===== src/include/fsmc_defines.svh =====
// ----------------------------------------
// widths and register bit positions for the
// NOR/SRAM static-memory controller
// timing fields follow the FSMC BTR/BWTR layout,
// only ADDSET and DATAST are decoded
// ----------------------------------------
`ifndef FSMC_DEFINES_SVH
`define FSMC_DEFINES_SVH

// bank regions, one chip select each
`define FSMC_NUM_BANKS       4

// host side byte address, top bits pick the bank
`define FSMC_HOST_ADDR_W     28
`define FSMC_HOST_DATA_W     32
`define FSMC_REG_W           32

// memory bus, halfword addressed
`define FSMC_BUS_ADDR_W      26
`define FSMC_BUS_DATA_W      16

// control register bits
`define FSMC_BCR_MBKEN       0
`define FSMC_BCR_WREN        12
`define FSMC_BCR_EXTMOD      14

// timing register fields
`define FSMC_BTR_ADDSET_LSB  0
`define FSMC_BTR_ADDSET_W    4
`define FSMC_BTR_DATAST_LSB  8
`define FSMC_BTR_DATAST_W    8

// fixed read hold after the data phase
`define FSMC_RD_HOLD_CYCLES  2

`endif

===== src/design/fsmc_pkg.sv =====
// ----------------------------------------
// shared types of the NOR/SRAM controller
// widths come from the defines header
// ----------------------------------------
`include "fsmc_defines.svh"

package fsmc_pkg;

  typedef logic [`FSMC_REG_W-1:0]                  reg_word_t;
  typedef logic [`FSMC_HOST_ADDR_W-1:0]            host_addr_t;
  typedef logic [`FSMC_HOST_DATA_W-1:0]            host_data_t;
  typedef logic [`FSMC_BUS_ADDR_W-1:0]             bus_addr_t;
  typedef logic [`FSMC_BUS_DATA_W-1:0]             bus_data_t;
  typedef logic [`FSMC_BTR_ADDSET_W-1:0]           addset_t;
  typedef logic [`FSMC_BTR_DATAST_W-1:0]           datast_t;
  typedef logic [$clog2(`FSMC_NUM_BANKS)-1:0]      bank_idx_t;

  typedef enum logic [1:0] {
    SIZE_BYTE,
    SIZE_HALF,
    SIZE_WORD
  } xfer_size_t;

  typedef enum logic [2:0] {
    ST_IDLE,
    ST_ADDSET,
    ST_DATA_W,
    ST_WR_FINISH,
    ST_DATA_R,
    ST_RD_HOLD,
    ST_RESP
  } seq_state_t;

  // host request, held by the host until accepted
  typedef struct packed {
    logic       write;
    xfer_size_t size;
    host_addr_t addr;
    host_data_t wdata;
  } fsmc_req_t;

  typedef struct packed {
    logic       err;
    host_data_t rdata;
  } fsmc_rsp_t;

  // control, read timing and write timing images per region
  typedef struct packed {
    reg_word_t [`FSMC_NUM_BANKS-1:0] bcr;
    reg_word_t [`FSMC_NUM_BANKS-1:0] btr;
    reg_word_t [`FSMC_NUM_BANKS-1:0] bwtr;
  } bank_regs_t;

  typedef struct packed {
    logic    enabled;
    logic    write_allowed;
    addset_t addset;
    datast_t datast;
  } access_timing_t;

  // memory side pins, strobes active low
  typedef struct packed {
    bus_addr_t                   a;
    bus_data_t                   dout;
    logic                        data_oe;
    logic [`FSMC_NUM_BANKS-1:0]  ne;
    logic                        noe;
    logic                        nwe;
    logic [1:0]                  nbl;
  } fsmc_pins_t;

endpackage


===== src/design/fsmc_nor_ctrl.sv =====
// ----------------------------------------
// NOR/SRAM bank of the static memory
// controller, asynchronous mode 1 only
// valid/ready request, single-cycle response
// with no back-pressure
// ----------------------------------------
`timescale 1ns/1ps

module fsmc_nor_ctrl
  import fsmc_pkg::*;
(
  input  logic       hclk,
  input  logic       hresetn,
  input  logic       req_valid,
  input  fsmc_req_t  req,
  output logic       req_ready,
  output logic       rsp_valid,
  output fsmc_rsp_t  rsp,
  input  bank_regs_t regs,
  output fsmc_pins_t pins,
  input  bus_data_t  fsmc_di
);

  fsmc_req_t      cur_req;
  access_timing_t timing;
  seq_state_t     state;
  logic           second_half;
  logic           phase_done;
  logic           rsp_err;
  host_data_t     rdata;

  bank_cfg_select u_bank_cfg_select (
    .cur_req (cur_req),
    .regs    (regs),
    .timing  (timing)
  );

  phase_timer u_phase_timer (
    .hclk       (hclk),
    .hresetn    (hresetn),
    .state      (state),
    .timing     (timing),
    .phase_done (phase_done)
  );

  nor_seq_fsm u_nor_seq_fsm (
    .hclk        (hclk),
    .hresetn     (hresetn),
    .req_valid   (req_valid),
    .req         (req),
    .req_ready   (req_ready),
    .timing      (timing),
    .phase_done  (phase_done),
    .state       (state),
    .second_half (second_half),
    .cur_req     (cur_req),
    .rsp_valid   (rsp_valid),
    .rsp_err     (rsp_err)
  );

  bus_drive u_bus_drive (
    .state       (state),
    .second_half (second_half),
    .cur_req     (cur_req),
    .pins        (pins)
  );

  read_capture u_read_capture (
    .hclk        (hclk),
    .hresetn     (hresetn),
    .state       (state),
    .phase_done  (phase_done),
    .second_half (second_half),
    .cur_req     (cur_req),
    .fsmc_di     (fsmc_di),
    .rdata       (rdata)
  );

  assign rsp.err   = rsp_err;
  assign rsp.rdata = rdata;

endmodule


===== src/design/read_capture.sv =====
// ----------------------------------------
// collects read halfwords into the response
// byte reads return the full halfword,
// the host picks its lane
// ----------------------------------------
`timescale 1ns/1ps

module read_capture
  import fsmc_pkg::*;
(
  input  logic       hclk,
  input  logic       hresetn,
  input  seq_state_t state,
  input  logic       phase_done,
  input  logic       second_half,
  input  fsmc_req_t  cur_req,
  input  bus_data_t  fsmc_di,
  output host_data_t rdata
);

  localparam int HW = $bits(bus_data_t);

  logic capture;

  // sample at the edge closing the read data phase
  assign capture = (state == ST_DATA_R) && phase_done;

  always_ff @(posedge hclk or negedge hresetn) begin
    if (!hresetn) begin
      rdata <= '0;
    end else if (capture) begin
      if (second_half) begin
        rdata[2*HW-1:HW] <= fsmc_di;
      end else begin
        rdata[HW-1:0] <= fsmc_di;
        if (cur_req.size != SIZE_WORD) begin
          rdata[2*HW-1:HW] <= '0;
        end
      end
    end
  end

endmodule


===== src/design/bus_drive.sv =====
// ----------------------------------------
// memory pin decode from the sequencer state
// purely combinational, pins idle high
// outside an access
// address is the halfword offset in the bank
// ----------------------------------------
`timescale 1ns/1ps
`include "fsmc_defines.svh"

module bus_drive
  import fsmc_pkg::*;
(
  input  seq_state_t state,
  input  logic       second_half,
  input  fsmc_req_t  cur_req,
  output fsmc_pins_t pins
);

  localparam int BANK_LSB = `FSMC_HOST_ADDR_W - $bits(bank_idx_t);

  bank_idx_t bank;
  bus_addr_t half_addr;
  logic      active;
  logic      wr_data;

  assign bank   = cur_req.addr[`FSMC_HOST_ADDR_W-1 -: $bits(bank_idx_t)];
  assign active = (state != ST_IDLE) && (state != ST_RESP);

  // write data stays on the bus through the finish cycle
  assign wr_data = (state == ST_DATA_W) || (state == ST_WR_FINISH);

  // byte offset inside the bank, divided by two
  assign half_addr = bus_addr_t'(cur_req.addr[BANK_LSB-1:1]) + bus_addr_t'(second_half);

  always_comb begin
    pins.a       = '0;
    pins.dout    = '0;
    pins.data_oe = 1'b0;
    pins.ne      = '1;
    pins.noe     = 1'b1;
    pins.nwe     = 1'b1;
    pins.nbl     = 2'b11;
    if (active) begin
      pins.a        = half_addr;
      pins.ne[bank] = 1'b0;
      if (cur_req.size == SIZE_BYTE) begin
        // even byte on the low lane
        pins.nbl = cur_req.addr[0] ? 2'b01 : 2'b10;
      end else begin
        pins.nbl = 2'b00;
      end
      pins.nwe = !(state == ST_DATA_W);
      pins.noe = !((state == ST_DATA_R) || (state == ST_RD_HOLD));
      if (wr_data) begin
        pins.data_oe = 1'b1;
        pins.dout    = second_half ? cur_req.wdata[31:16] : cur_req.wdata[15:0];
      end
    end
  end

endmodule


===== src/design/nor_seq_fsm.sv =====
// ----------------------------------------
// access sequencer, one request at a time
// word accesses run as two halfword halves
// while idle cur_req follows the host input
// so a bad bank is refused at acceptance
// ----------------------------------------
`timescale 1ns/1ps
`include "fsmc_defines.svh"

module nor_seq_fsm
  import fsmc_pkg::*;
(
  input  logic           hclk,
  input  logic           hresetn,
  input  logic           req_valid,
  input  fsmc_req_t      req,
  output logic           req_ready,
  input  access_timing_t timing,
  input  logic           phase_done,
  output seq_state_t     state,
  output logic           second_half,
  output fsmc_req_t      cur_req,
  output logic           rsp_valid,
  output logic           rsp_err
);

  localparam int HOLD_W = $clog2(`FSMC_RD_HOLD_CYCLES + 1);
  localparam logic [HOLD_W-1:0] HOLD_LAST = HOLD_W'(`FSMC_RD_HOLD_CYCLES - 1);

  seq_state_t        state_q;
  seq_state_t        state_d;
  fsmc_req_t         req_q;
  logic              half_q;
  logic              err_q;
  logic [HOLD_W-1:0] hold_cnt;
  logic              accept;
  logic              req_bad;
  logic              last_half;

  assign accept    = req_valid && (state_q == ST_IDLE);
  assign req_bad   = !timing.enabled || (req.write && !timing.write_allowed);
  assign last_half = (req_q.size != SIZE_WORD) || half_q;

  //----------------------------------------
  // next state
  //----------------------------------------
  always_comb begin
    state_d = state_q;
    case (state_q)
      ST_IDLE: begin
        if (req_valid) begin
          state_d = req_bad ? ST_RESP : ST_ADDSET;
        end
      end
      ST_ADDSET: begin
        if (phase_done) begin
          state_d = req_q.write ? ST_DATA_W : ST_DATA_R;
        end
      end
      ST_DATA_W: begin
        if (phase_done) begin
          state_d = ST_WR_FINISH;
        end
      end
      ST_WR_FINISH: begin
        state_d = last_half ? ST_RESP : ST_ADDSET;
      end
      ST_DATA_R: begin
        if (phase_done) begin
          state_d = ST_RD_HOLD;
        end
      end
      ST_RD_HOLD: begin
        if (hold_cnt == HOLD_LAST) begin
          state_d = last_half ? ST_RESP : ST_ADDSET;
        end
      end
      ST_RESP: begin
        state_d = ST_IDLE;
      end
      default: begin
        state_d = ST_IDLE;
      end
    endcase
  end

  always_ff @(posedge hclk or negedge hresetn) begin
    if (!hresetn) begin
      state_q  <= ST_IDLE;
      half_q   <= 1'b0;
      err_q    <= 1'b0;
      hold_cnt <= '0;
    end else begin
      state_q <= state_d;
      if (accept) begin
        half_q <= 1'b0;
        err_q  <= req_bad;
      end else if (state_d == ST_ADDSET && state_q != ST_ADDSET) begin
        // re-entering address setup only happens for the upper half
        half_q <= 1'b1;
      end
      if (state_q == ST_RD_HOLD) begin
        hold_cnt <= hold_cnt + HOLD_W'(1);
      end else begin
        hold_cnt <= '0;
      end
    end
  end

  // request payload
  always_ff @(posedge hclk) begin
    if (accept) begin
      req_q <= req;
    end
  end

  assign cur_req     = (state_q == ST_IDLE) ? req : req_q;
  assign state       = state_q;
  assign second_half = half_q;
  assign req_ready   = (state_q == ST_IDLE);
  assign rsp_valid   = (state_q == ST_RESP);
  assign rsp_err     = err_q;

endmodule


===== src/design/phase_timer.sv =====
// ----------------------------------------
// cycle counter for the timed bus phases
// ADDSET lasts addset+1 cycles, the data
// phase datast cycles with zero read as one
// ----------------------------------------
`timescale 1ns/1ps

module phase_timer
  import fsmc_pkg::*;
(
  input  logic           hclk,
  input  logic           hresetn,
  input  seq_state_t     state,
  input  access_timing_t timing,
  output logic           phase_done
);

  seq_state_t state_q;
  datast_t    cnt_q;
  datast_t    cnt_cur;
  datast_t    data_last;
  logic       in_addset;
  logic       in_data;

  assign in_addset = (state == ST_ADDSET);
  assign in_data   = (state == ST_DATA_W) || (state == ST_DATA_R);

  // count starts over on the first cycle of any new state
  assign cnt_cur = (state != state_q) ? '0 : cnt_q;

  // index of the last data cycle
  assign data_last = (timing.datast == '0) ? '0 : timing.datast - datast_t'(1);

  assign phase_done = (in_addset && (cnt_cur == datast_t'(timing.addset))) ||
                      (in_data && (cnt_cur == data_last));

  always_ff @(posedge hclk or negedge hresetn) begin
    if (!hresetn) begin
      state_q <= ST_IDLE;
      cnt_q   <= '0;
    end else begin
      state_q <= state;
      if (in_addset || in_data) begin
        cnt_q <= cnt_cur + datast_t'(1);
      end else begin
        cnt_q <= '0;
      end
    end
  end

endmodule


===== src/design/bank_cfg_select.sv =====
// ----------------------------------------
// picks the register images of the bank
// addressed by the current request
// write timing only applies to writes with
// extended mode set, reads use BTR always
// ----------------------------------------
`timescale 1ns/1ps
`include "fsmc_defines.svh"

module bank_cfg_select
  import fsmc_pkg::*;
(
  input  fsmc_req_t      cur_req,
  input  bank_regs_t     regs,
  output access_timing_t timing
);

  bank_idx_t bank;
  reg_word_t bcr_sel;
  reg_word_t btr_sel;
  reg_word_t bwtr_sel;
  reg_word_t tim_sel;
  logic      use_wr_timing;

  // bank bits sit at the top of the host address
  assign bank = cur_req.addr[`FSMC_HOST_ADDR_W-1 -: $bits(bank_idx_t)];

  assign bcr_sel  = regs.bcr[bank];
  assign btr_sel  = regs.btr[bank];
  assign bwtr_sel = regs.bwtr[bank];

  assign use_wr_timing = cur_req.write & bcr_sel[`FSMC_BCR_EXTMOD];
  assign tim_sel       = use_wr_timing ? bwtr_sel : btr_sel;

  //----------------------------------------
  // decoded fields
  //----------------------------------------
  assign timing.enabled       = bcr_sel[`FSMC_BCR_MBKEN];
  assign timing.write_allowed = bcr_sel[`FSMC_BCR_WREN];
  assign timing.addset        = tim_sel[`FSMC_BTR_ADDSET_LSB +: `FSMC_BTR_ADDSET_W];
  assign timing.datast        = tim_sel[`FSMC_BTR_DATAST_LSB +: `FSMC_BTR_DATAST_W];

endmodule


===== config.mk =====
export PLATFORM = sky130hd
export DESIGN_NAME = fsmc_nor_ctrl
export DESIGN_NICKNAME = d
export VERILOG_FILES = /design/src/design/fsmc_pkg.sv /design/src/design/fsmc_nor_ctrl.sv /design/src/design/read_capture.sv /design/src/design/bus_drive.sv /design/src/design/nor_seq_fsm.sv /design/src/design/phase_timer.sv /design/src/design/bank_cfg_select.sv
export VERILOG_INCLUDE_DIRS = /design/src /design/src/include
export SDC_FILE = /design/constraint.sdc
export NUM_CORES = 1
export LEC_CHECK = 0
export BUFFER_PORTS_ARGS = -buffer_cell sky130_fd_sc_hd__buf_4
export CORE_AREA = 2 2 214 216
export CTS_BUF_LIST = sky130_fd_sc_hd__clkbuf_4 sky130_fd_sc_hd__clkbuf_8
export DETAILED_ROUTE_END_ITERATION = 8
export DIE_AREA = 0 0 216 218
export GPL_TIMING_DRIVEN = 0
export SYNTH_ARGS = -nofsm -noshare
export SYNTH_HDL_FRONTEND = slang
export SYNTH_SLANG_ARGS = --single-unit

===== constraint.sdc =====
create_clock -name hclk -period 14.89 [get_ports hclk]
set_clock_uncertainty 0.05 [all_clocks]
set_input_delay 1.489 -clock hclk [delete_from_list [all_inputs] [get_ports hclk]]
set_output_delay 1.489 -clock hclk [all_outputs]
set_load 0.02 [all_outputs]

==> qor.yml <==
status: "completed"
synth_top_area_cell: "edfxtp_1"
finalCriticalPeriod_ns: 7.852
fillers: 4810
hold_buffers: 0
min_path_type: "reg2reg"
arrival_ns: 6.31
utilization_pct: 24.89
antenna_left: 0
syn_area_mm2: 0.007896
cp_slowest_cell: "buf_1"
finalMaxSlewViolations: 0
powerDensity_mw_per_mm2: 165.0
synth_edf_count: 63
cts_buffers: 17
ys_seq_elements: 113
max_freq_ghz: 0.1274
r2r-end: "u_read_capture.rdata[13]"
r2r-start: "u_nor_seq_fsm.state[1]"
drive_above_1_share_pct: 42.32
clk-insertion-delay-late_ns: 0.47
crit_family: "buffers and inverters"
multi_input_comb_area_mm2: 0.004503
postLayoutCellArea_mm2: 0.01117
ys.flop_type: "edfxtp_1"
rsz0062_at_grt: "false"
mostFrequentLayoutCells: "280 x buf_4, 70 x nor2_1, 67 x nand2_1"
nets: 1468
layout_setup_ws_ns: 7.038
dieArea_mm2: 0.04709
port_buffers: 275
endpoint: "pins[47]"
drc_errors: 0
synth-warning-count: 0
clock-sinks: 113
drt_pre_antenna_iters: 7
synthCells: 702
seq_area_mm2: 0.003143
die_w_um: 216
track_usage_pct: 13.39
final_common_cell: "buf_4"
cp_num_cells: 19
io-pin-count: 552
dp_hpwl_um: 26650
routabilityCongestion: 0.8945
placed_cells: 1577
stdcell_count: 1617
p_leak_nw: 4.715
ctsResizeCount: 0
antenna_found_initial: 11
yosysSeqAreaShare_pct: 39.80
critPathLaunchType: "register"
r2r_slack_ns: 8.22
slew_headroom_pct: 31.30
critical-path-max-stage-delay_ns: 0.83
synth_top_area_share_pct: 23.96
vias_per_cell: 4.459
cp.required_ns: 13.35
grt_pass1_vias: 7334
clockBufferDepth: 2
hold_viol_final: 0
cp_max_fo: 10
path_buf_inv: 8
coreArea_mm2: 0.04489
drv_cap: 0
cts_tree: "yes"
place_ws_ns: 7.432
placed_cell_area_mm2: 0.01071
wire_per_inst_um: 19.97
globalRoute.totalOverflow: 0
placementRows: 78
initial_core_util_pct: 17.59
synth_nets: 1174
post-cts-setup-buffers: 0
wirelength_um: 32290
vdd_drop_max_uv: 70.31
vias: 7210
grt_pass1_wl_um: 46300
r2r_cells: 19
clkTransAtPathRegs_ns: 0.07
grt_start_max_net_pins: 67
fin_setup_tns_ns: 0
period_share_pct: 52.73
fp.dieH_um: 218
root_buffer: "clkbuf_8"
path_cells: "or3_1, buf_2, inv_2, buf_4, buf_2, clkbuf_1, clkbuf_1, buf_1, nand2_1, nand2_1, ha_1, ha_1, nand2_1, or2_2, nor2_1, nand2_1, or3_1, a21oi_1, buf_4"
setup_viol: 0
worstSetupStartpoint: "u_nor_seq_fsm.state[1]"
crit_top_cell: "nand2_1"
synth.distinct_cells: 67
synth_area_per_cell_um2: 11.25
h-tree-depth: 4
criticalPathCategory: "reg2out"
worst_setup_path_end_kind: "output port"
synth_area_leaders: "edfxtp_1 24%, mux4_2 18%, dfrtp_1 16%"
synth-async-reset-ratio_pct: 44.25
area_growth_pct: 41.50
detail_route.iter0.violations: 449
worst_slew_pin_slew_ns: 1.030
[synthesized netlist by cell type (all sizes together) (2+ instances only)]
| cell | instances |
|---|---|
| a211o | 4 |
| a211oi | 5 |
| a21o | 8 |
| a21oi | 21 |
| a22o | 17 |
| a31oi | 4 |
| a32oi | 3 |
| and2 | 23 |
| and3 | 10 |
| and3b | 2 |
| buf | 28 |
| clkbuf | 13 |
| dfrtp | 50 |
| edfxtp | 63 |
| ha | 6 |
| inv | 13 |
| mux2 | 25 |
| mux2i | 32 |
| mux4 | 64 |
| nand2 | 68 |
| nand2b | 4 |
| nand3 | 37 |
| nand4 | 2 |
| nor2 | 70 |
| nor2b | 5 |
| nor3 | 16 |
| nor3b | 2 |
| nor4b | 2 |
| o211a | 3 |
| o211ai | 5 |
| o21a | 3 |
| o21ai | 20 |
| o221ai | 2 |
| o22ai | 2 |
| o31ai | 3 |
| o32ai | 2 |
| or2 | 5 |
| or3 | 11 |
| or4 | 2 |
| xnor2 | 21 |
| xor2 | 11 |
[worst min-delay path by stage]
stage | end | slack [ns] | cells past startpoint | from
final | u_nor_seq_fsm.hold_cnt[0] | 0.40 | 1 | u_nor_seq_fsm.hold_cnt[0]
after global routing | u_nor_seq_fsm.hold_cnt[0] | 0.42 | 1 | u_nor_seq_fsm.hold_cnt[0]
after CTS | u_nor_seq_fsm.hold_cnt[0] | 0.40 | 1 | u_nor_seq_fsm.hold_cnt[0]
after detailed placement | u_nor_seq_fsm.hold_cnt[0] | 0.40 | 1 | u_nor_seq_fsm.hold_cnt[0]
after floorplan | u_nor_seq_fsm.hold_cnt[0] | 0.36 | 1 | u_nor_seq_fsm.hold_cnt[0]
after global placement | u_nor_seq_fsm.hold_cnt[0] | 0.37 | 1 | u_nor_seq_fsm.hold_cnt[0]
[through the flow]
stage	hold WS, ns	power, mW
after floorplan	0.3584	1.123
after global placement	0.3734	1.526
after detailed placement	0.3960	1.535
after CTS	0.4048	1.870
after global routing	0.4181	1.965
final	0.3966	1.844
[worst reg2reg max path, cell delays in order, from the launching register on]
cell      delay (ns)
dfrtp_1         0.46
or3_1           0.45
buf_2           0.21
inv_2           0.09
buf_4           0.18
buf_2           0.25
clkbuf_1        0.47
clkbuf_1        0.67
buf_1           0.84
nand2_1         0.11
nand2_1         0.15
ha_1            0.30
or4b_1          0.47
o221a_2         0.17
xor2_1          0.16
nor3_2          0.19
o32ai_2         0.16
nor4_4          0.58
buf_6           0.25
mux2_1          0.34
[flip-flops by register name, indices dropped and copies added, names as in the netlist]
name                       cells
u_nor_seq_fsm.req_q           63
u_phase_timer.state_q          3
u_phase_timer.cnt_q            8
u_nor_seq_fsm.hold_cnt         2
u_nor_seq_fsm.second_half      1
u_nor_seq_fsm.state            3
u_nor_seq_fsm.rsp_err          1
u_read_capture.rdata          32
[kinds of logic after synthesis]
logic type,count (synthesis),synth area share (%)
AND/OR/NAND/NOR,264,16.32
XOR/XNOR,32,3.549
adder cells (fa/ha/maj),6,0.9507
buffers and inverters,54,3.201
AO/OA/AOI/OAI,112,10.30
multiplexers,121,25.88
flip-flops,113,39.80
[final cells by class]
cell class,count,area share (%)
Antenna cell,8,0.1792
Clock inverter,13,1.646
Multi-Input combinational cell,535,40.30
Timing Repair Buffer,275,18.48
Sequential cell,113,28.13
Tap cell,600,6.719
Buffer,41,1.825
Clock buffer,19,2.284
Inverter,13,0.4367
[routing by layer]
layer | wire length [µm] | share of wire (%) | GRT usage [%]
met3 | 3356 | 10 | 5.481
met4 | 562 | 1.7 | 3.356
met5 | 23 | 0.071 | 0
met2 | 14920 | 46 | 21.80
met1 | 13420 | 42 | 16.43
[where the power goes]
group	switching, mW	leakage [nW]	internal [mW]	total [mW]
Clock	0.139	0.224	0.189	0.328
Combinational	0.644	3.22	0.438	1.08
Sequential	0.0341	1.27	0.400	0.434
Power figures use the tool's default switching activity.
